`src/source/exec_defs.svh`:
```
`ifndef EXEC_DEFS_SVH
`define EXEC_DEFS_SVH

// data path width
`define EXEC_XLEN 32

// physical register id width
`define EXEC_RNID_W 6

// number of physical GPRs
`define EXEC_PHYS_REGS (1 << `EXEC_RNID_W)

// slot 0 is this pipe, slot 1 is an external writer
`define EXEC_TGT_BUS_SIZE 2

// reservation station entries, index is one-hot
`define EXEC_RV_ENTRIES 8

`endif

```
`src/source/exec_pkg.sv`:
```
`include "exec_defs.svh"

package exec_pkg;

  typedef enum logic {
    GPR = 1'b0,
    FPR = 1'b1
  } reg_type_e;

  // instruction word views
  typedef struct packed {
    logic [6:0] funct7;
    logic [4:0] rs2;
    logic [4:0] rs1;
    logic [2:0] funct3;
    logic [4:0] rd;
    logic [6:0] opcode;
  } r_view_t;

  typedef struct packed {
    logic [11:0] imm12;
    logic [4:0]  rs1;
    logic [2:0]  funct3;
    logic [4:0]  rd;
    logic [6:0]  opcode;
  } i_view_t;

  typedef struct packed {
    logic [19:0] imm20;
    logic [4:0]  rd;
    logic [6:0]  opcode;
  } u_view_t;

  typedef union packed {
    r_view_t r_view;
    i_view_t i_view;
    u_view_t u_view;
  } inst_u;

  typedef struct packed {
    logic                        valid;
    inst_u                       inst;
    logic                        rs1_valid;
    reg_type_e                   rs1_type;
    logic [`EXEC_RNID_W-1:0]     rs1_rnid;
    logic                        rs2_valid;
    reg_type_e                   rs2_type;
    logic [`EXEC_RNID_W-1:0]     rs2_rnid;
    logic                        rd_valid;
    reg_type_e                   rd_type;
    logic [`EXEC_RNID_W-1:0]     rd_rnid;
    logic [`EXEC_RV_ENTRIES-1:0] index;
  } issue_t;

  typedef enum logic [2:0] {
    OP_LUI,
    OP_ADD,
    OP_SUB,
    OP_AND,
    OP_OR,
    OP_XOR
  } alu_op_e;

  typedef struct packed {
    alu_op_e op;
    logic    imm;
    logic    legal;
  } pipe_ctrl_t;

  typedef struct packed {
    logic                    valid;
    logic [`EXEC_RNID_W-1:0] rnid;
  } regread_t;

  typedef struct packed {
    logic                    valid;
    reg_type_e               rd_type;
    logic [`EXEC_RNID_W-1:0] rd_rnid;
  } release_t;

  typedef struct packed {
    logic                    valid;
    reg_type_e               rd_type;
    logic [`EXEC_RNID_W-1:0] rd_rnid;
    logic [`EXEC_XLEN-1:0]   rd_data;
  } target_t;

endpackage

```
`src/source/inst_decoder.sv`:
```
`timescale 1ns/1ps

module inst_decoder (
  input  exec_pkg::inst_u      i_inst,
  output exec_pkg::pipe_ctrl_t o_ctrl
);

  localparam logic [6:0] OPC_LUI    = 7'b0110111;
  localparam logic [6:0] OPC_OP     = 7'b0110011;
  localparam logic [6:0] OPC_OP_IMM = 7'b0010011;

  always_comb begin
    o_ctrl.op    = exec_pkg::OP_ADD;
    o_ctrl.imm   = 1'b0;
    o_ctrl.legal = 1'b0;

    case (i_inst.r_view.opcode)
      OPC_LUI: begin
        o_ctrl.op    = exec_pkg::OP_LUI;
        o_ctrl.legal = 1'b1;
      end
      OPC_OP: begin
        // only funct7 0x00, plus 0x20 for sub
        o_ctrl.legal = 1'b1;
        case ({i_inst.r_view.funct7, i_inst.r_view.funct3})
          {7'b0000000, 3'b000}: o_ctrl.op = exec_pkg::OP_ADD;
          {7'b0100000, 3'b000}: o_ctrl.op = exec_pkg::OP_SUB;
          {7'b0000000, 3'b100}: o_ctrl.op = exec_pkg::OP_XOR;
          {7'b0000000, 3'b110}: o_ctrl.op = exec_pkg::OP_OR;
          {7'b0000000, 3'b111}: o_ctrl.op = exec_pkg::OP_AND;
          default:              o_ctrl.legal = 1'b0;
        endcase
      end
      OPC_OP_IMM: begin
        o_ctrl.imm   = 1'b1;
        o_ctrl.legal = 1'b1;
        case (i_inst.i_view.funct3)
          3'b000:  o_ctrl.op = exec_pkg::OP_ADD;
          3'b100:  o_ctrl.op = exec_pkg::OP_XOR;
          3'b110:  o_ctrl.op = exec_pkg::OP_OR;
          3'b111:  o_ctrl.op = exec_pkg::OP_AND;
          // shifts and compares not supported
          default: o_ctrl.legal = 1'b0;
        endcase
      end
      default: begin
        o_ctrl.legal = 1'b0;
      end
    endcase
  end

endmodule

```
`config.mk`:
```
export PLATFORM = sky130hd
export DESIGN_NAME = inst_decoder
export DESIGN_NICKNAME = d
export VERILOG_FILES = /design/src/source/exec_pkg.sv /design/src/source/inst_decoder.sv
export VERILOG_INCLUDE_DIRS = /design/src /design/src/source
export SDC_FILE = /design/constraint.sdc
export NUM_CORES = 1
export LEC_CHECK = 0
export CORE_AREA = 2 2 39 41
export DETAILED_ROUTE_END_ITERATION = 12
export DIE_AREA = 0 0 41 43
export DONT_BUFFER_PORTS = 1
export SLEW_MARGIN = 0
export SYNTH_ARGS = -nofsm -noshare
export SYNTH_HDL_FRONTEND = slang
export SYNTH_SLANG_ARGS = --single-unit
```
`constraint.sdc`:
```
create_clock -name vclk -period 1.45
set_clock_uncertainty 0.1 [all_clocks]
set_input_delay 0.29 -clock vclk [all_inputs]
set_output_delay 0.29 -clock vclk [all_outputs]
set_load 0.05 [all_outputs]
```
==> reports/summary.txt <==
Final setup viols - 4
via count of the first global-routing pass - 296
switching power share of the total - 46.2%
Die Area - 1760 sq um
highest routed layer - met3
input/output buffers - 0
largest net degree at the start of global routing - 9
Mapped Area - 213 sq um
Tcrit/Tclk final - 115%
core area - 1380 sq um
count of mapped cells out of synthesis - 27
f_max - 0.601 GHz
share of power burned in registers - 0%
met1 layer wirelength in the final routing - 264 microns
Area Growth Syn to Fin - 98.2%
post-DR wirelength/cell - 15.2 microns
power per unit of standard cell area - 109 nW/um^2
max capacitance violation total - 0
weighted congestion reported at the end of routability-driven placement - 0.726
Cell Count Post-Placement - 50
sum of met3 wire segment lengths after detailed routing - 93 microns
Yosys Warn Count - 0
PnR worst setup slack - -0.215 ns
net count of the finished layout - 70
number of buffers added to fix hold violations after cts - 0
instance area at placement - 355 sq um
HPWL after detailed placement - 559 microns
I/O pin count - 37
setup slack at placement - -0.239 ns
routed wire length - 791 microns
classification of the worst setup path - in2out
actual transition at the worst max-transition pin - 0.292 ns
Worst Setup Start Kind - primary input
data required time at the worst endpoint - 1.06 ns
Non-Filler Instances - 52
RSZ-0062 raised after global routing - true
Clk pwr share - 0%
Finished Core Util - 30.5%
Leakage Power - 0.122 nW
share of synthesized area occupied by flip-flops and latches - 0%
summed area of non-filler cells in the final layout - 422 sq um
Peak VDD IR - 30.8 uV
n_diodes - 0
wire length on met2 - 433 microns
detailed-routing iteration count for the pre-antenna-repair pass - 1
antenna violations before repair - 0
number of failing hold endpoints at the final stage - 0
initial standard-cell utilization of the core - 15.4%
biggest fanout along the worst timing path - 3
time the worst path needs with I/O delays and setup - 1.66 ns
number of DRC violations after detailed routing - 0
detail-routed via count per cell - 5.38
die width - 41 microns
post-synth net total - 59
share of post-route cells with drive strength above 1 - 63.9%
overall track demand over capacity in global routing - 9.03%
Seq cells - 0
Iter 0 DRT Violations - 0
Post-DRT Antenna Nets - 0
result of the run - complete, but fails checks
normalized max-slew margin - 80.4%
Sw Pwr - 0.0213 mW
Worst setup EP type - output port
total overflow reported by the global router - 0
footprint of the flip-flops and latches - 0 sq um
unique cell type count in the Yosys netlist - 19
number of pins with negative max-slew slack in the final report - 0
Syn Area/Cell - 7.88 sq um
worst hold slack across all endpoints - 0.639 ns
Combinational Power Share - 100.0%
WP data arrival - 1.27 ns
worst min-delay path class - in2out
placement row count - 14
clock buf count - 0
Internal - 0.0248 mW
violated checks - setup timing
Die Y-Extent - 43 microns
number of vias after detailed routing - 280
first-pass GRT wire length - 1.17 mm
[per-layer routing]
| metal | GRT usage, % | vias to the layer above |
|---|---|---|
| li1 | - | 132 |
| met1 | 10.9 | 134 |
| met2 | 16.6 | 14 |
| met3 | 1.57 | 0 |
| met4 | 0 | 0 |
| met5 | 0 | - |
[power by group through the flow]
stage | clock network (mW) | registers [mW] | logic [mW]
2_1_floorplan | 0 | 0 | 0.0299
3_3_place_gp | 0 | 0 | 0.0357
3_5_place_dp | 0 | 0 | 0.0365
4_1_cts | 0 | 0 | 0.0419
5_1_grt | 0 | 0 | 0.0488
6_report | 0 | 0 | 0.0461
[cell type report]
| type | instances | area (sq um) |
|---|---|---|
| tap | 16 | 20.0 |
| multi-input combinational | 26 | 290 |
| timing repair buffer | 9 | 108 |
| fill | 144 | 962 |
| inverter | 1 | 3.75 |
[worst paths after layout]
check	startpoint	endpoint	depth (start not counted)
max	i_inst[25]	o_ctrl[3]	4
min	i_inst[5]	o_ctrl[1]	2
[cells by family after synthesis]
group / Yosys count / synth area share, %
simple gates: 18 / 68.2
compound gates: 8 / 30.0
buf+inv: 1 / 1.76
[synth_stat cells]
cell	number	area (sq um)
sky130_fd_sc_hd__or2b_1	1	7.51
sky130_fd_sc_hd__a211oi_1	1	7.51
sky130_fd_sc_hd__o31a_1	2	17.5
sky130_fd_sc_hd__a21oi_1	1	5.00
sky130_fd_sc_hd__nor2_1	2	7.51
sky130_fd_sc_hd__nand4_1	2	12.5
sky130_fd_sc_hd__and4bb_2	1	12.5
sky130_fd_sc_hd__nor4b_4	1	23.8
sky130_fd_sc_hd__and4b_2	1	11.3
sky130_fd_sc_hd__nor4_1	1	6.26
sky130_fd_sc_hd__nand3b_1	1	7.51
sky130_fd_sc_hd__a311oi_1	1	8.76
sky130_fd_sc_hd__nor4_4	1	21.3
sky130_fd_sc_hd__inv_1	1	3.75
sky130_fd_sc_hd__nor2b_1	2	12.5
sky130_fd_sc_hd__o2111ai_1	2	17.5
sky130_fd_sc_hd__nand2_1	2	7.51
sky130_fd_sc_hd__a21o_1	1	7.51
sky130_fd_sc_hd__nor3_1	3	15.0
[through the flow]
step                      TNS, ns  total power, mW
after floorplan             -1.35           0.0299
after global placement     -0.620           0.0357
after detailed placement   -0.640           0.0365
after CTS                  -0.641           0.0419
after global routing       -0.919           0.0488
final                      -0.691           0.0461
[critical path, cell delays in order]
cell and delay (ns):
sky130_fd_sc_hd__nor4_4 0.33, sky130_fd_sc_hd__o2111ai_2 0.20, sky130_fd_sc_hd__a211oi_4 0.28, sky130_fd_sc_hd__buf_12 0.17
[placed cells by master (no fill, tap or decap), drive strengths merged, types with 2 or more instances in the layout]
cell and instances:
buf 9, nand2 2, nand4 2, nor2 2
nor2b 2, nor3 3, nor4 2, o2111ai 2
o31a 2
[repair_timing]
| action | in CTS | in global routing |
|---|---|---|
| setup buffers | 1 | 1 |
| gates resized for setup | 8 | 3 |
| endpoints found under the setup margin | 5 | 5 |
| pin swaps | 5 | 1 |
(Power assumes the default switching activity.)
