===== config.mk =====
export PLATFORM = sky130hd
export DESIGN_NAME = alu_pipe
export DESIGN_NICKNAME = d
export VERILOG_FILES = /design/src/source/exec_pkg.sv /design/src/source/alu_pipe.sv
export VERILOG_INCLUDE_DIRS = /design/src /design/src/source
export SDC_FILE = /design/constraint.sdc
export NUM_CORES = 1
export LEC_CHECK = 0
export BUFFER_PORTS_ARGS = -buffer_cell sky130_fd_sc_hd__buf_2
export CAP_MARGIN = 10
export CORE_ASPECT_RATIO = 0.7
export CORE_MARGIN = 1
export CORE_UTILIZATION = 57
export CTS_CLUSTER_DIAMETER = 40
export DETAILED_ROUTE_END_ITERATION = 8
export HOLD_SLACK_MARGIN = 0.1
export PLACE_DENSITY = 0.84
export REMOVE_ABC_BUFFERS = 1
export SLEW_MARGIN = 20
export SYNTH_ARGS = -nofsm -noshare
export SYNTH_HDL_FRONTEND = slang
export SYNTH_SLANG_ARGS = --single-unit

===== constraint.sdc =====
create_clock -name i_clk -period 9.5 [get_ports i_clk]
set_input_delay 2.375 -clock i_clk [delete_from_list [all_inputs] [get_ports i_clk]]
set_output_delay 2.375 -clock i_clk [all_outputs]
set_load 0.1 [all_outputs]

===== src/source/exec_defs.svh =====
`ifndef EXEC_DEFS_SVH
`define EXEC_DEFS_SVH

// data path width
`define EXEC_XLEN 32

// physical register id width
`define EXEC_RNID_W 6

// number of physical GPRs
`define EXEC_PHYS_REGS (1 << `EXEC_RNID_W)

// slot 0 is this pipe, slot 1 is an external writer
`define EXEC_TGT_BUS_SIZE 2

// reservation station entries, index is one-hot
`define EXEC_RV_ENTRIES 8

`endif


===== src/source/exec_pkg.sv =====
`include "exec_defs.svh"

package exec_pkg;

  typedef enum logic {
    GPR = 1'b0,
    FPR = 1'b1
  } reg_type_e;

  // instruction word views
  typedef struct packed {
    logic [6:0] funct7;
    logic [4:0] rs2;
    logic [4:0] rs1;
    logic [2:0] funct3;
    logic [4:0] rd;
    logic [6:0] opcode;
  } r_view_t;

  typedef struct packed {
    logic [11:0] imm12;
    logic [4:0]  rs1;
    logic [2:0]  funct3;
    logic [4:0]  rd;
    logic [6:0]  opcode;
  } i_view_t;

  typedef struct packed {
    logic [19:0] imm20;
    logic [4:0]  rd;
    logic [6:0]  opcode;
  } u_view_t;

  typedef union packed {
    r_view_t r_view;
    i_view_t i_view;
    u_view_t u_view;
  } inst_u;

  typedef struct packed {
    logic                        valid;
    inst_u                       inst;
    logic                        rs1_valid;
    reg_type_e                   rs1_type;
    logic [`EXEC_RNID_W-1:0]     rs1_rnid;
    logic                        rs2_valid;
    reg_type_e                   rs2_type;
    logic [`EXEC_RNID_W-1:0]     rs2_rnid;
    logic                        rd_valid;
    reg_type_e                   rd_type;
    logic [`EXEC_RNID_W-1:0]     rd_rnid;
    logic [`EXEC_RV_ENTRIES-1:0] index;
  } issue_t;

  typedef enum logic [2:0] {
    OP_LUI,
    OP_ADD,
    OP_SUB,
    OP_AND,
    OP_OR,
    OP_XOR
  } alu_op_e;

  typedef struct packed {
    alu_op_e op;
    logic    imm;
    logic    legal;
  } pipe_ctrl_t;

  typedef struct packed {
    logic                    valid;
    logic [`EXEC_RNID_W-1:0] rnid;
  } regread_t;

  typedef struct packed {
    logic                    valid;
    reg_type_e               rd_type;
    logic [`EXEC_RNID_W-1:0] rd_rnid;
  } release_t;

  typedef struct packed {
    logic                    valid;
    reg_type_e               rd_type;
    logic [`EXEC_RNID_W-1:0] rd_rnid;
    logic [`EXEC_XLEN-1:0]   rd_data;
  } target_t;

endpackage


===== src/source/alu_pipe.sv =====
`timescale 1ns/1ps
`include "exec_defs.svh"

module alu_pipe (
  input  logic                        i_clk,
  input  logic                        i_reset_n,
  input  exec_pkg::issue_t            i_issue,
  output exec_pkg::inst_u             o_ex0_inst,
  input  exec_pkg::pipe_ctrl_t        i_ex0_ctrl,
  output exec_pkg::regread_t          o_rd_req [2],
  input  logic [`EXEC_XLEN-1:0]       i_rd_data [2],
  input  exec_pkg::target_t           i_targets [`EXEC_TGT_BUS_SIZE],
  output exec_pkg::release_t          o_release,
  output exec_pkg::target_t           o_target,
  output logic                        o_done,
  output logic [`EXEC_RV_ENTRIES-1:0] o_done_index
);

  exec_pkg::issue_t     r_ex1_issue;
  exec_pkg::pipe_ctrl_t r_ex1_ctrl;
  logic [`EXEC_XLEN-1:0] w_ex1_rs2_data;

  exec_pkg::issue_t     r_ex2_issue;
  exec_pkg::pipe_ctrl_t r_ex2_ctrl;
  logic [`EXEC_XLEN-1:0] r_ex2_rs1_data;
  logic [`EXEC_XLEN-1:0] r_ex2_rs2_data;

  logic [`EXEC_TGT_BUS_SIZE-1:0] w_ex2_rs1_hit;
  logic [`EXEC_TGT_BUS_SIZE-1:0] w_ex2_rs2_hit;
  logic [`EXEC_XLEN-1:0]         w_ex2_rs1_fwd;
  logic [`EXEC_XLEN-1:0]         w_ex2_rs2_fwd;
  logic [`EXEC_XLEN-1:0]         w_ex2_rs1;
  logic [`EXEC_XLEN-1:0]         w_ex2_rs2;
  logic [`EXEC_XLEN-1:0]         w_ex2_result;

  exec_pkg::issue_t      r_ex3_issue;
  logic                  r_ex3_legal;
  logic [`EXEC_XLEN-1:0] r_ex3_result;

  function automatic logic src_hit(input logic                    src_valid,
                                   input exec_pkg::reg_type_e     src_type,
                                   input logic [`EXEC_RNID_W-1:0] src_rnid,
                                   input exec_pkg::target_t       tgt);
    src_hit = src_valid & tgt.valid & (src_type == tgt.rd_type) & (src_rnid == tgt.rd_rnid);
  endfunction

  // ex0: decode and register read requests
  assign o_ex0_inst = i_issue.inst;

  assign o_rd_req[0].valid = i_issue.valid & i_issue.rs1_valid;
  assign o_rd_req[0].rnid  = i_issue.rs1_rnid;
  assign o_rd_req[1].valid = i_issue.valid & i_issue.rs2_valid;
  assign o_rd_req[1].rnid  = i_issue.rs2_rnid;

  always_ff @(posedge i_clk, negedge i_reset_n) begin
    if (!i_reset_n) begin
      r_ex1_issue <= '0;
      r_ex1_ctrl  <= '0;
      r_ex2_issue <= '0;
      r_ex2_ctrl  <= '0;
      r_ex3_issue <= '0;
      r_ex3_legal <= 1'b0;
    end else begin
      r_ex1_issue <= i_issue;
      r_ex1_ctrl  <= i_ex0_ctrl;
      r_ex2_issue <= r_ex1_issue;
      r_ex2_ctrl  <= r_ex1_ctrl;
      r_ex3_issue <= r_ex2_issue;
      r_ex3_legal <= r_ex2_ctrl.legal;
    end
  end

  // ex1: early notice to the scheduler
  assign o_release.valid   = r_ex1_issue.valid & r_ex1_issue.rd_valid & r_ex1_ctrl.legal;
  assign o_release.rd_type = r_ex1_issue.rd_type;
  assign o_release.rd_rnid = r_ex1_issue.rd_rnid;

  // sign-extended immediate replaces rs2
  assign w_ex1_rs2_data = r_ex1_ctrl.imm ?
                          {{(`EXEC_XLEN-12){r_ex1_issue.inst.i_view.imm12[11]}},
                           r_ex1_issue.inst.i_view.imm12} :
                          i_rd_data[1];

  always_ff @(posedge i_clk) begin
    r_ex2_rs1_data <= i_rd_data[0];
    r_ex2_rs2_data <= w_ex1_rs2_data;
  end

  // ex2: one-hot or of matching bus slots
  always_comb begin
    w_ex2_rs1_fwd = '0;
    w_ex2_rs2_fwd = '0;
    for (int i = 0; i < `EXEC_TGT_BUS_SIZE; i++) begin
      w_ex2_rs1_hit[i] = src_hit(r_ex2_issue.rs1_valid, r_ex2_issue.rs1_type,
                                 r_ex2_issue.rs1_rnid, i_targets[i]);
      // never forward over an immediate
      w_ex2_rs2_hit[i] = src_hit(r_ex2_issue.rs2_valid & ~r_ex2_ctrl.imm, r_ex2_issue.rs2_type,
                                 r_ex2_issue.rs2_rnid, i_targets[i]);
      w_ex2_rs1_fwd = w_ex2_rs1_fwd | (i_targets[i].rd_data & {`EXEC_XLEN{w_ex2_rs1_hit[i]}});
      w_ex2_rs2_fwd = w_ex2_rs2_fwd | (i_targets[i].rd_data & {`EXEC_XLEN{w_ex2_rs2_hit[i]}});
    end
  end

  assign w_ex2_rs1 = (|w_ex2_rs1_hit) ? w_ex2_rs1_fwd : r_ex2_rs1_data;
  assign w_ex2_rs2 = (|w_ex2_rs2_hit) ? w_ex2_rs2_fwd : r_ex2_rs2_data;

  always_comb begin
    case (r_ex2_ctrl.op)
      exec_pkg::OP_LUI: w_ex2_result = {r_ex2_issue.inst.u_view.imm20, 12'h000};
      exec_pkg::OP_ADD: w_ex2_result = w_ex2_rs1 + w_ex2_rs2;
      exec_pkg::OP_SUB: w_ex2_result = w_ex2_rs1 - w_ex2_rs2;
      exec_pkg::OP_AND: w_ex2_result = w_ex2_rs1 & w_ex2_rs2;
      exec_pkg::OP_OR:  w_ex2_result = w_ex2_rs1 | w_ex2_rs2;
      exec_pkg::OP_XOR: w_ex2_result = w_ex2_rs1 ^ w_ex2_rs2;
      default:          w_ex2_result = '0;
    endcase
  end

  // ex3: result out
  always_ff @(posedge i_clk) begin
    r_ex3_result <= w_ex2_result;
  end

  // illegal ops complete without a target
  assign o_target.valid   = r_ex3_issue.valid & r_ex3_issue.rd_valid & r_ex3_legal;
  assign o_target.rd_type = exec_pkg::GPR;
  assign o_target.rd_rnid = r_ex3_issue.rd_rnid;
  assign o_target.rd_data = r_ex3_result;

  assign o_done       = r_ex3_issue.valid;
  assign o_done_index = r_ex3_issue.index;

endmodule


==> results.md, run 1 <==
- Top_reg_cell synth: dfrtp_1
- Root Driver: clkbuf_16
- Vias in the first global route: slightly above 9000
- Num ports: 319
- Core area: ~20000 um^2
- Nets: approximately 1700
- Hold_ws: 0.343 ns
- # hold bufs at CTS: 0
- Die W: ~170 um
- Mapped Area: 11900 um^2
- Share of layout cells above drive strength 1: 27.6%
- Crit end category: register
- Largest net degree at the start of global routing: 71
- R2r startpoint: r_ex2_issue[16]
- Total Power: 2.88 mW
- CTS sink count: 228
- Clock share of power: 36.7%
- Fin. Hold Viols: 0
- Global Route Usage Sum: 30.7%
- Status: completed
- # fillers: about 1500
- Synth Area per Inst: ~10 um^2
- Slew Limit Headroom: about a quarter
- Endpoints failing setup: 0
- Distinct cells, synth: between 60 and 70
- Rows: 43
- Startpoint types: input port
- Reg clk slew, reported paths: 0.07 ns
- Starting DRT DRC Count: a little over 800
- Ys Warns: 0
- Leakage Power: 6.82 nW
- Crit path kind: in -> reg
- Total internal power: between 1.5 and 2 mW
- Post-CTS Resized: 0
- Critical Path AT: between 8 and 9 ns
- Synthesized flop and latch total: around 230
- VDD IR-drop max: between 0.0002 and 0.00025 V
- CP most frequent cell: a21oi_1
- Hold EP: r_ex2_issue[23]
- Sw Share: roughly 35%
- Post-DP HPWL: roughly 24000 um
- PortBufs: 293
- Total grt overflow: 0
- Leading cell types in the layout, fill and taps excluded: buf_2 (292), dfrtp_1 (131), ha_1 (100)
- Power per Cell Area: about 210 nW/um^2
- Initial Utilization: approximately three fifths
- Async S/R FF share, synth: between 50% and 60%
- Slowest stage delay, CP: ~0.51 ns
- Hold/Removal Path Class: reg -> reg
- Final non-filler cell total: about 1700
- Syn Inst Count: between 1000 and 1500
- Die area: approximately 21000 um^2
- Max Cap Violations: 0
- Sequential Power Share: a little under two fifths
- Fin Clk Skew: around 0.024 ns
- Post-DRT Antenna Nets: 0
- Crit share post-route: ~82%
- Post-synth EDFFs: 0
- R2R cell count: 24
- First-pass GRT wire length: roughly 50000 um
- Via/cell ratio: ~5.7
- Max Fclk: 128 MHz
- Postcts setup bufs: 0
- Sequential area share after synthesis: between 40% and 50%
- Min cycle time layout: ~8 ns
- Wirelength per Cell: ~20 um
- Total number of vias: ~9600
- FF-to-FF setup slack: approximately 3.2 ns
- GP Congestion: approximately 0.94
- Die Y: approximately 120 um
- Worst hold stages: 0
- Hold_sp: r_ex1_issue[23]
- Setup TNS: 0 ns
- Placed Cells: 1645
- Sequential Area: 5230 um^2
- Number of buffers created by CTS: 26
- Reg2reg end: r_ex3_result[31]
- Logic gate share of total power: between 20% and 30%
- Slew Limit Fails: 0
- CP startpoint: i_targets[32]
- CTS tree: done
- Placed Area: roughly 13000 um^2
- RSZ-0062 raised after global routing: no
- Crit path max fanout: 19
- Commonest non-fill, non-tap cell in the layout: buf_2
- Max H-tree Level: 1
- Initial antenna violation count: 1
- Post-Route WL: 32900 um
- Crit path required time: 9.86 ns
- Final instance area: between 10000 and 15000 um^2
- Pre-Repair DR Iteration Count: 5
- Remaining DRCs: 0
- Clk_lat worst skew: about 0.53 ns
- CTS Buffer Depth: 3
- Multi-input gate area: 5620 um^2
- NetSw: between 0.9 and 1 mW
- Area growth syn-to-layout: 18.5%
- Slew @ Worst Pin: 1.10 ns
- Slowest CP cell: nor3_2
## power by group through the flow
stage                     Combinational (mW)  Sequential [mW]  Clock, mW
after detailed placement               0.751             1.08          0
after floorplan                        0.306             1.28          0
after global placement                 0.741             1.08          0
final                                  0.762             1.06       1.06
after global routing                   0.817             1.07       1.12
after CTS                              0.756             1.06       1.07
## worst max-delay path by stage
| stage | endpoint | cells after the start |
|---|---|---|
| floorplan | r_ex3_result[31] | 23 |
| global placement | r_ex3_result[31] | 25 |
| detailed placement | r_ex3_result[31] | 25 |
| CTS | r_ex3_result[31] | 25 |
| global route | r_ex3_result[31] | 25 |
| finish | r_ex3_result[31] | 25 |
## cell usage after synthesis (all sizes together), types with 14 or more instances
master / instances / area (um^2)
and2: 40 / 250
o221ai: 19 / 166
dfrtp: 132 / 3300
nor2: 51 / 194
dfxtp: 96 / 1920
a21o: 14 / 105
nand3: 15 / 75.1
xor2: 21 / 184
a221o: 35 / 350
buf: 76 / 542
a21oi: 71 / 393
xnor2: 66 / 578
a22o: 29 / 254
a22oi: 25 / 188
ha: 100 / 1250
o21ai: 68 / 340
inv: 93 / 349
clkbuf: 40 / 150
nand2: 74 / 280
## critical path, delay by kind of cell
kind / cells / cell delay, ns
xor+xnor: 3 / 0.47
simple gates: 10 / 2.43
buf+inv: 2 / 0.39
fa+ha+maj: 1 / 0.38
compound gates: 9 / 2.10
## sequential cells by signal, indices dropped and copies added (netlist names), 5 cells and up
name,cells
o_done_index,8
o_release,7
o_target,6
r_ex1_ctrl,5
r_ex1_issue,46
r_ex2_ctrl,5
r_ex2_issue,52
r_ex2_rs1_data,32
r_ex2_rs2_data,32
r_ex3_result,32
## through the flow
| step | utilization [%] | setup WS, ns |
|---|---|---|
| 2_1_floorplan | - | 1.54 |
| 3_3_place_gp | 65.3 | 1.59 |
| 3_5_place_dp | 65.3 | 1.30 |
| 4_1_cts | 70.0 | 1.81 |
| 5_1_grt | 70.0 | 1.25 |
| 6_report | 70.0 | 1.68 |
## layer usage
layer,GRT usage [%],wire (um),vias to the layer above
met5,0,0,-
met4,8.11,680,0
met3,6.10,3140,47
met2,47.1,14400,474
met1,44.3,14700,4569
li1,-,-,4521
## cell families (layout without fill, tap and decap cells)
| group | Yosys count | after routing | synth area share [%] |
|---|---|---|---|
| flip-flops | 228 | 228 | 44.1 |
| buffers and inverters | 209 | 447 | 8.78 |
| XOR/XNOR | 87 | 87 | 6.43 |
| other | 1 | 2 | 0.0316 |
| multiplexers | 15 | 15 | 1.38 |
| AND/OR/NAND/NOR | 236 | 236 | 10.3 |
| AO/OA/AOI/OAI | 308 | 308 | 18.3 |
| adder cells (fa/ha/maj) | 101 | 101 | 10.7 |
## cell type report
| type | count | area share, % |
|---|---|---|
| multi-input cells | 748 | 40.0 |
| flip-flops and latches | 228 | 37.2 |
| repair buffers | 306 | 11.2 |
| clock buffers | 32 | 5.09 |
| inverters | 93 | 2.49 |
| well taps | 270 | 2.41 |
| clock inverters | 16 | 1.59 |
| diodes | 1 | 0.0178 |
Power figures use the tool's default switching activity.
==> run 2: changes to the inputs <==
CORE_UTILIZATION = 48   (was 57)
PLACE_DENSITY = 0.75   (was 0.84)
clock period = 6.7 ns   (was 9.5 ns; I/O delays follow)
==> results.md, run 2 (synthesis gave the netlist of run 1 again) <==
- Status: completed
- Sequential Power Share: 36.6%
- Initial Utilization: 49.5%
- Die area: 25300 um^2
- Endpoints failing setup: 0
- Number of buffers created by CTS: 28
- Critical Path AT: approximately 6.6 ns
- Rows: 47
- Via/cell ratio: between 5 and 6
- Leakage Power: 6.97 nW
- Pre-Repair DR Iteration Count: 5
- Max H-tree Level: 1
- Crit share post-route: just over 90%
- Largest reg by FF count: r_ex2_issue
- Share of layout cells above drive strength 1: between 20 and 30%
- Placed Area: between 10000 and 15000 um^2
- Max Fclk: ~160 MHz
- First-pass GRT wire length: about 53000 um
- Placed Cells: 1723
- CTS Buffer Depth: 3
- Total number of vias: 9772
- Slew Limit Headroom: approximately a third
- Total internal power: between 2 and 3 mW
- Slew Limit Fails: 0
- Min cycle time layout: about 6.2 ns
- Starting DRT DRC Count: ~960
- Max Cap Violations: 0
- Crit path max fanout: 23
- Vias in the first global route: 9408
- VDD IR-drop max: 0.000248 V
- Root Driver: clkbuf_16
- Final non-filler cell total: between 1500 and 2000
- Final core occ: 59.9%
- Crit end category: register
- Fin. Hold Viols: 0
- PortBufs: slightly below 300
- CTS tree: done
- Die Y: between 100 and 150 um
- Worst hold stages: 0
- Largest register FFs: 52
- R2R cell count: 21
- Power per Cell Area: between 200 and 300 nW/um^2
- Postcts setup bufs: 0
- Reg clk slew, reported paths: roughly 0.060 ns
- Global Route Usage Sum: 27.1%
- Post-DRT Antenna Nets: 0
- Remaining DRCs: 0
- Nets: between 1500 and 2000
- Clock share of power: between 30% and 40%
- Initial antenna violation count: 2
- Fin Clk Skew: between 0.02 and 0.025 ns
- Leading cell types in the layout, fill and taps excluded: buf_2 (292), dfrtp_1 (131), ha_1 (100)
- Regs by FF count: r_ex2_issue x52, r_ex1_issue x46
- Hold/Removal Path Class: reg -> reg
- Total grt overflow: 0
- Crit path kind: in -> reg
- RSZ-0062 raised after global routing: no
- Final instance area: approximately 14000 um^2
- NetSw: ~1.5 mW
- Area growth syn-to-layout: 20.9%
- Largest net degree at the start of global routing: 84
- Core area: around 24000 um^2
- Startpoint types: input port
- Wirelength per Cell: between 15 and 20 um
- CTS sink count: ~230
- Commonest non-fill, non-tap cell in the layout: buf_2
- Clk_lat worst skew: approximately 0.57 ns
- GP Congestion: between 0.9 and 1
- Sw Share: approximately 35%
- Logic gate share of total power: 27.0%
- Post-DP HPWL: between 20000 and 30000 um
- Die W: 190 um
- Post-Route WL: around 35000 um
- Crit path required time: just over 7 ns
- Num ports: ~320
- Slew @ Worst Pin: 1.01 ns
[run 2: cell count changes in the layout (fill, tap and decap cells not counted), moves of 2 or more]
cell / before / now
buf_4: 13 / 43
bufinv_16: 3 / 1
clkbuf_1: 3 / 6
clkbuf_16: 27 / 29
clkinv_4: 3 / 1
inv_6: 2 / 4
nor2_2: 0 / 2
[run 2: power by group through the flow]
| stage | sequential, mW | clock [mW] | combinational [mW] |
|---|---|---|---|
| floorplan | 1.81 | 0 | 0.434 |
| global placement | 1.53 | 0 | 1.08 |
| detailed placement | 1.53 | 0 | 1.10 |
| CTS | 1.51 | 1.52 | 1.10 |
| global route | 1.52 | 1.59 | 1.19 |
| finish | 1.51 | 1.50 | 1.11 |
[run 2: worst paths after layout]
| kind | endpoint | startpoint | slack, ns |
|---|---|---|---|
| max | r_ex3_result[23] | i_targets[74] | 0.55 |
| min | o_done_index[5] | r_ex2_issue[5] | 0.35 |
| max reg2reg | r_ex3_result[23] | r_ex2_issue[18] | 1.37 |
| min reg2reg | o_done_index[5] | r_ex2_issue[5] | 0.35 |
| max in group asynchronous | r_ex2_ctrl[2] | i_reset_n | 4.38 |
| min in group asynchronous | o_target[35] | i_reset_n | 1.19 |
[run 2: per-layer routing]
layer / part of all wire, % / up-vias / GRT usage [%]
li1: - / 4571 / -
met1: 45 / 4619 / 39.0
met2: 43 / 527 / 40.8
met3: 9.8 / 55 / 6.69
met4: 2.2 / 0 / 6.41
met5: 0 / - / 0
[run 2: area by class of cell]
type                    count  area (um^2)
clock inverters            16          169
inverters                  93          349
flip-flops and latches    228         5230
clock buffers              36          762
diodes                      2         5.00
multi-input cells         748         5630
well taps                 318          398
fillers                  2041         9600
repair buffers            336         1800
[run 2: per-stage QoR]
step | TNS [ns] | hold slack, ns | power [mW] | setup slack (ns)
after floorplan | -4.14 | 0.331 | 2.25 | -0.556
after global placement | 0 | 0.331 | 2.61 | 0.119
after detailed placement | -0.0626 | 0.335 | 2.63 | -0.0557
after CTS | 0 | 0.347 | 4.13 | 0.512
after global routing | 0 | 0.354 | 4.29 | 0.0568
final | 0 | 0.346 | 4.12 | 0.545
[run 2: worst max-delay path: stages]
cell and delay [ns]:
buf_2 0.12, xnor2_1 0.14, nand3_1 0.13, nor4_4 0.44
buf_4 0.40, a22o_1 0.22, a21oi_2 0.04, buf_4 0.16
nor2_1 0.11, xor2_1 0.25, ha_1 0.27, nor2b_1 0.14
o2111ai_1 0.27, nand4b_1 0.20, a31oi_1 0.33, o31ai_1 0.24
a21o_1 0.23, a21o_1 0.21, a221oi_1 0.41, o21ai_0 0.20
xnor2_1 0.21, o221ai_1 0.15
[run 2: what timing repair did]
| action | CTS | global route |
|---|---|---|
| hold buffers | 0 | 0 |
| setup endpoints to repair | 0 | 1 |
| hold endpoints to repair | 0 | 0 |
| resized for setup | 0 | 3 |
==> run 3: changes to the inputs <==
ABC_AREA = 1   (was unset)
CORE_UTILIZATION = 49   (was 48)
==> results.md, run 3 <==
- Status: completed
- Sequential Area: ~5200 um^2
- Post-synth EDFFs: 0
- Post-synth top area share: 25.3%
- Power per Cell Area: between 200 and 300 nW/um^2
- Busiest grt layer: met1
- Total number of vias: between 10000 and 15000
- Placed Area: 14400 um^2
- Clk_lat worst skew: ~0.56 ns
- CP most frequent cell: nand2_1
- Commonest non-fill, non-tap cell in the layout: nand2_1
- GP Congestion: between 0.9 and 1
- Initial Utilization: 50.4%
- Startpoint types: input port
- # fillers: 2358
- Ys Warns: 0
- Fin. Hold Viols: 0
- CTS sink count: 228
- Worst hold stages: 0
- Rows: 49
- Top cells by area, synth: dfrtp_1 (25%), dfxtp_1 (15%), ha_1 (9.6%)
- Core area: ~26000 um^2
- Ant. Diodes: 0
- Via/cell ratio: roughly 5.4
- Critical Path AT: a little under 7 ns
- Reg clk slew, reported paths: roughly 0.07 ns
- Vias in the first global route: 11500
- R2R cell count: 24
- Wirelength per Cell: approximately 20 um
- Post-Route WL: between 40000 and 50000 um
- Max Fclk: roughly 160 MHz
- Pre-Repair DR Iteration Count: 6
- Share of layout cells above drive strength 1: approximately 26%
- Sequential area share after synthesis: 40.1%
- Fin Clk Skew: 0.0194 ns
- Met3 usage: under 10%
- Area leader, netlist: dfrtp_1
- Post-DRT Antenna Nets: 0
- Nets: around 2100
- Worst-path cell chain: buf_2 -> xor2_1 -> nor4_2 -> nand2_1 -> nand2_1 -> clkinvlp_4 -> a21oi_1 -> ha_1 -> inv_1 -> fa_1 -> nand2_1 -> nand3_1 -> o21ai_0 -> o21ai_1 -> a21oi_1 -> o21ai_1 -> nand2_1 -> nand2_1 -> nand2_1 -> o21ai_1 -> or2_2 -> nand3_1 -> nand2_1
- VDD IR-drop max: between 0.0002 and 0.00025 V
- Leakage Power: 8.12 nW
- Initial antenna violation count: 0
- Post-DP HPWL: roughly 32000 um
- M2 GR Usage: roughly 44%
- Max Cap Violations: 0
- Async S/R FF share, synth: roughly 58%
- Global Route Usage Sum: 31.5%
- Multi-input gate area: around 6400 um^2
- First-pass GRT wire length: around 66000 um
- Crit end category: register
- Largest net degree at the start of global routing: 68
- Total grt overflow: 0
- Placed Cells: between 2000 and 2500
- Most frequent cell after synthesis: nand2_1
- RSZ-0062 raised after global routing: no
- Final instance area: 15300 um^2
- Mapped Area: roughly 13000 um^2
- Commonest cells in the netlist: nand2_1 (317), nand3_1 (182), inv_1 (164), dfrtp_1 (132), ha_1 (100)
- Syn Inst Count: between 1500 and 2000
- Total Power: roughly 4.1 mW
- Root Driver: clkbuf_16
- Min cycle time layout: about 6.3 ns
- Num ports: around 320
- Largest register FFs: 52
- Crit path max fanout: 12
- Leading cell types in the layout, fill and taps excluded: nand2_1 (317), buf_2 (292), nand3_1 (182)
- CTS tree: done
- Endpoints failing setup: 0
- Synth Area per Inst: 8.17 um^2
- Starting DRT DRC Count: 1089
- Die Y: 138 um
- Area growth syn-to-layout: 17.6%
- Number of buffers created by CTS: 28
- Crit path kind: in -> reg
- CTS Buffer Depth: 3
- Slowest stage delay, CP: approximately 0.49 ns
- Slew @ Worst Pin: between 0.9 and 1 ns
- Synthesized flop and latch total: 228
- Slowest CP cell: clkinvlp_4
- Die W: around 200 um
- Slew Limit Headroom: between 30% and 40%
- Final non-filler cell total: approximately 2200
- Max H-tree Level: 1
- Crit share post-route: around 94%
- Remaining DRCs: 0
- Top_reg_cell synth: dfrtp_1
- Met1 Usage GRT: between 40 and 50%
- Setup TNS: 0 ns
- Crit path required time: between 7 and 8 ns
- Hold_ws: around 0.34 ns
- Hold/Removal Path Class: reg -> reg
- Die area: roughly 27000 um^2
- Slew Limit Fails: 0
- PortBufs: roughly 300
- Distinct cells, synth: 53
- Regs by FF count: r_ex2_issue x52, r_ex1_issue x46
- Largest reg by FF count: r_ex2_issue
==> run 3: changes by cell type after synthesis, sizes merged, moves of 29 or more <==
cell / previous run / this run
nor2: 51 / 107
nand2: 74 / 341
inv: 93 / 175
xnor2: 66 / 4
and2: 40 / 0
a22o: 29 / 0
a221o: 35 / 0
nand3: 15 / 195
==> run 3: logic make-up after synthesis <==
group,after synthesis,share of synthesized area [%]
adder cells (fa/ha/maj),101,9.75
buffers and inverters,296,11.1
AO/OA/AOI/OAI,219,9.83
XOR/XNOR,36,2.42
flip-flops,228,40.1
other,1,0.0288
AND/OR/NAND/NOR,703,25.9
multiplexers,11,0.950
==> run 3: final cells by class <==
class / instances / share of cell area, %
multi-input combinational: 1071 / 41.7
sequential: 228 / 34.1
timing repair buffer: 313 / 10.7
clock buffer: 33 / 4.83
inverter: 177 / 4.37
tap: 357 / 2.91
clock inverter: 19 / 1.31
timing repair inverter: 1 / 0.0326
==> run 3: routing by layer <==
layer / vias to the layer above / wire length [um]
li1: 5624 / -
met1: 5532 / 20100
met2: 713 / 17300
met3: 74 / 4720
met4: 0 / 933
met5: - / 0
==> run 3: worst paths after layout <==
path	from	to	slack [ns]
setup / recovery	i_targets[38]	r_ex3_result[24]	0.40
hold / removal	r_ex1_ctrl[3]	r_ex2_ctrl[3]	0.34
setup reg to reg	r_ex2_issue[26]	r_ex3_result[24]	1.21
hold reg to reg	r_ex1_ctrl[3]	r_ex2_ctrl[3]	0.34
max in group asynchronous	i_reset_n	r_ex2_issue[55]	4.24
min in group asynchronous	i_reset_n	o_done_index[1]	1.12
==> run 3: power by group <==
part | internal, mW | switching [mW] | total [mW]
clock | 0.858 | 0.646 | 1.50
combinational | 0.282 | 0.850 | 1.13
sequential | 1.47 | 0.0416 | 1.51
total | 2.61 | 1.54 | 4.14
==> run 3: per-stage QoR <==
stage,setup WS [ns],utilization [%]
6_report,0.400,59.3
5_1_grt,0.156,59.3
4_1_cts,0.392,59.2
3_5_place_dp,-0.158,55.6
3_3_place_gp,-0.112,55.6
2_1_floorplan,-0.347,-
==> run 3: repair_timing <==
item                       CTS  global route
buffers inserted             0             0
hold buffers                 0             0
gates resized for setup      0             1
setup endpoints to repair    0             1
==> run 3: worst max-delay path: cells and delay by family <==
family | cells | cell delay (ns)
and+or+nand+nor | 11 | 2.04
AOI/OAI and AO/OA | 6 | 1.60
buffers and inverters | 3 | 0.68
adders and majority gates | 2 | 0.58
xor gates and xnor gates | 1 | 0.14
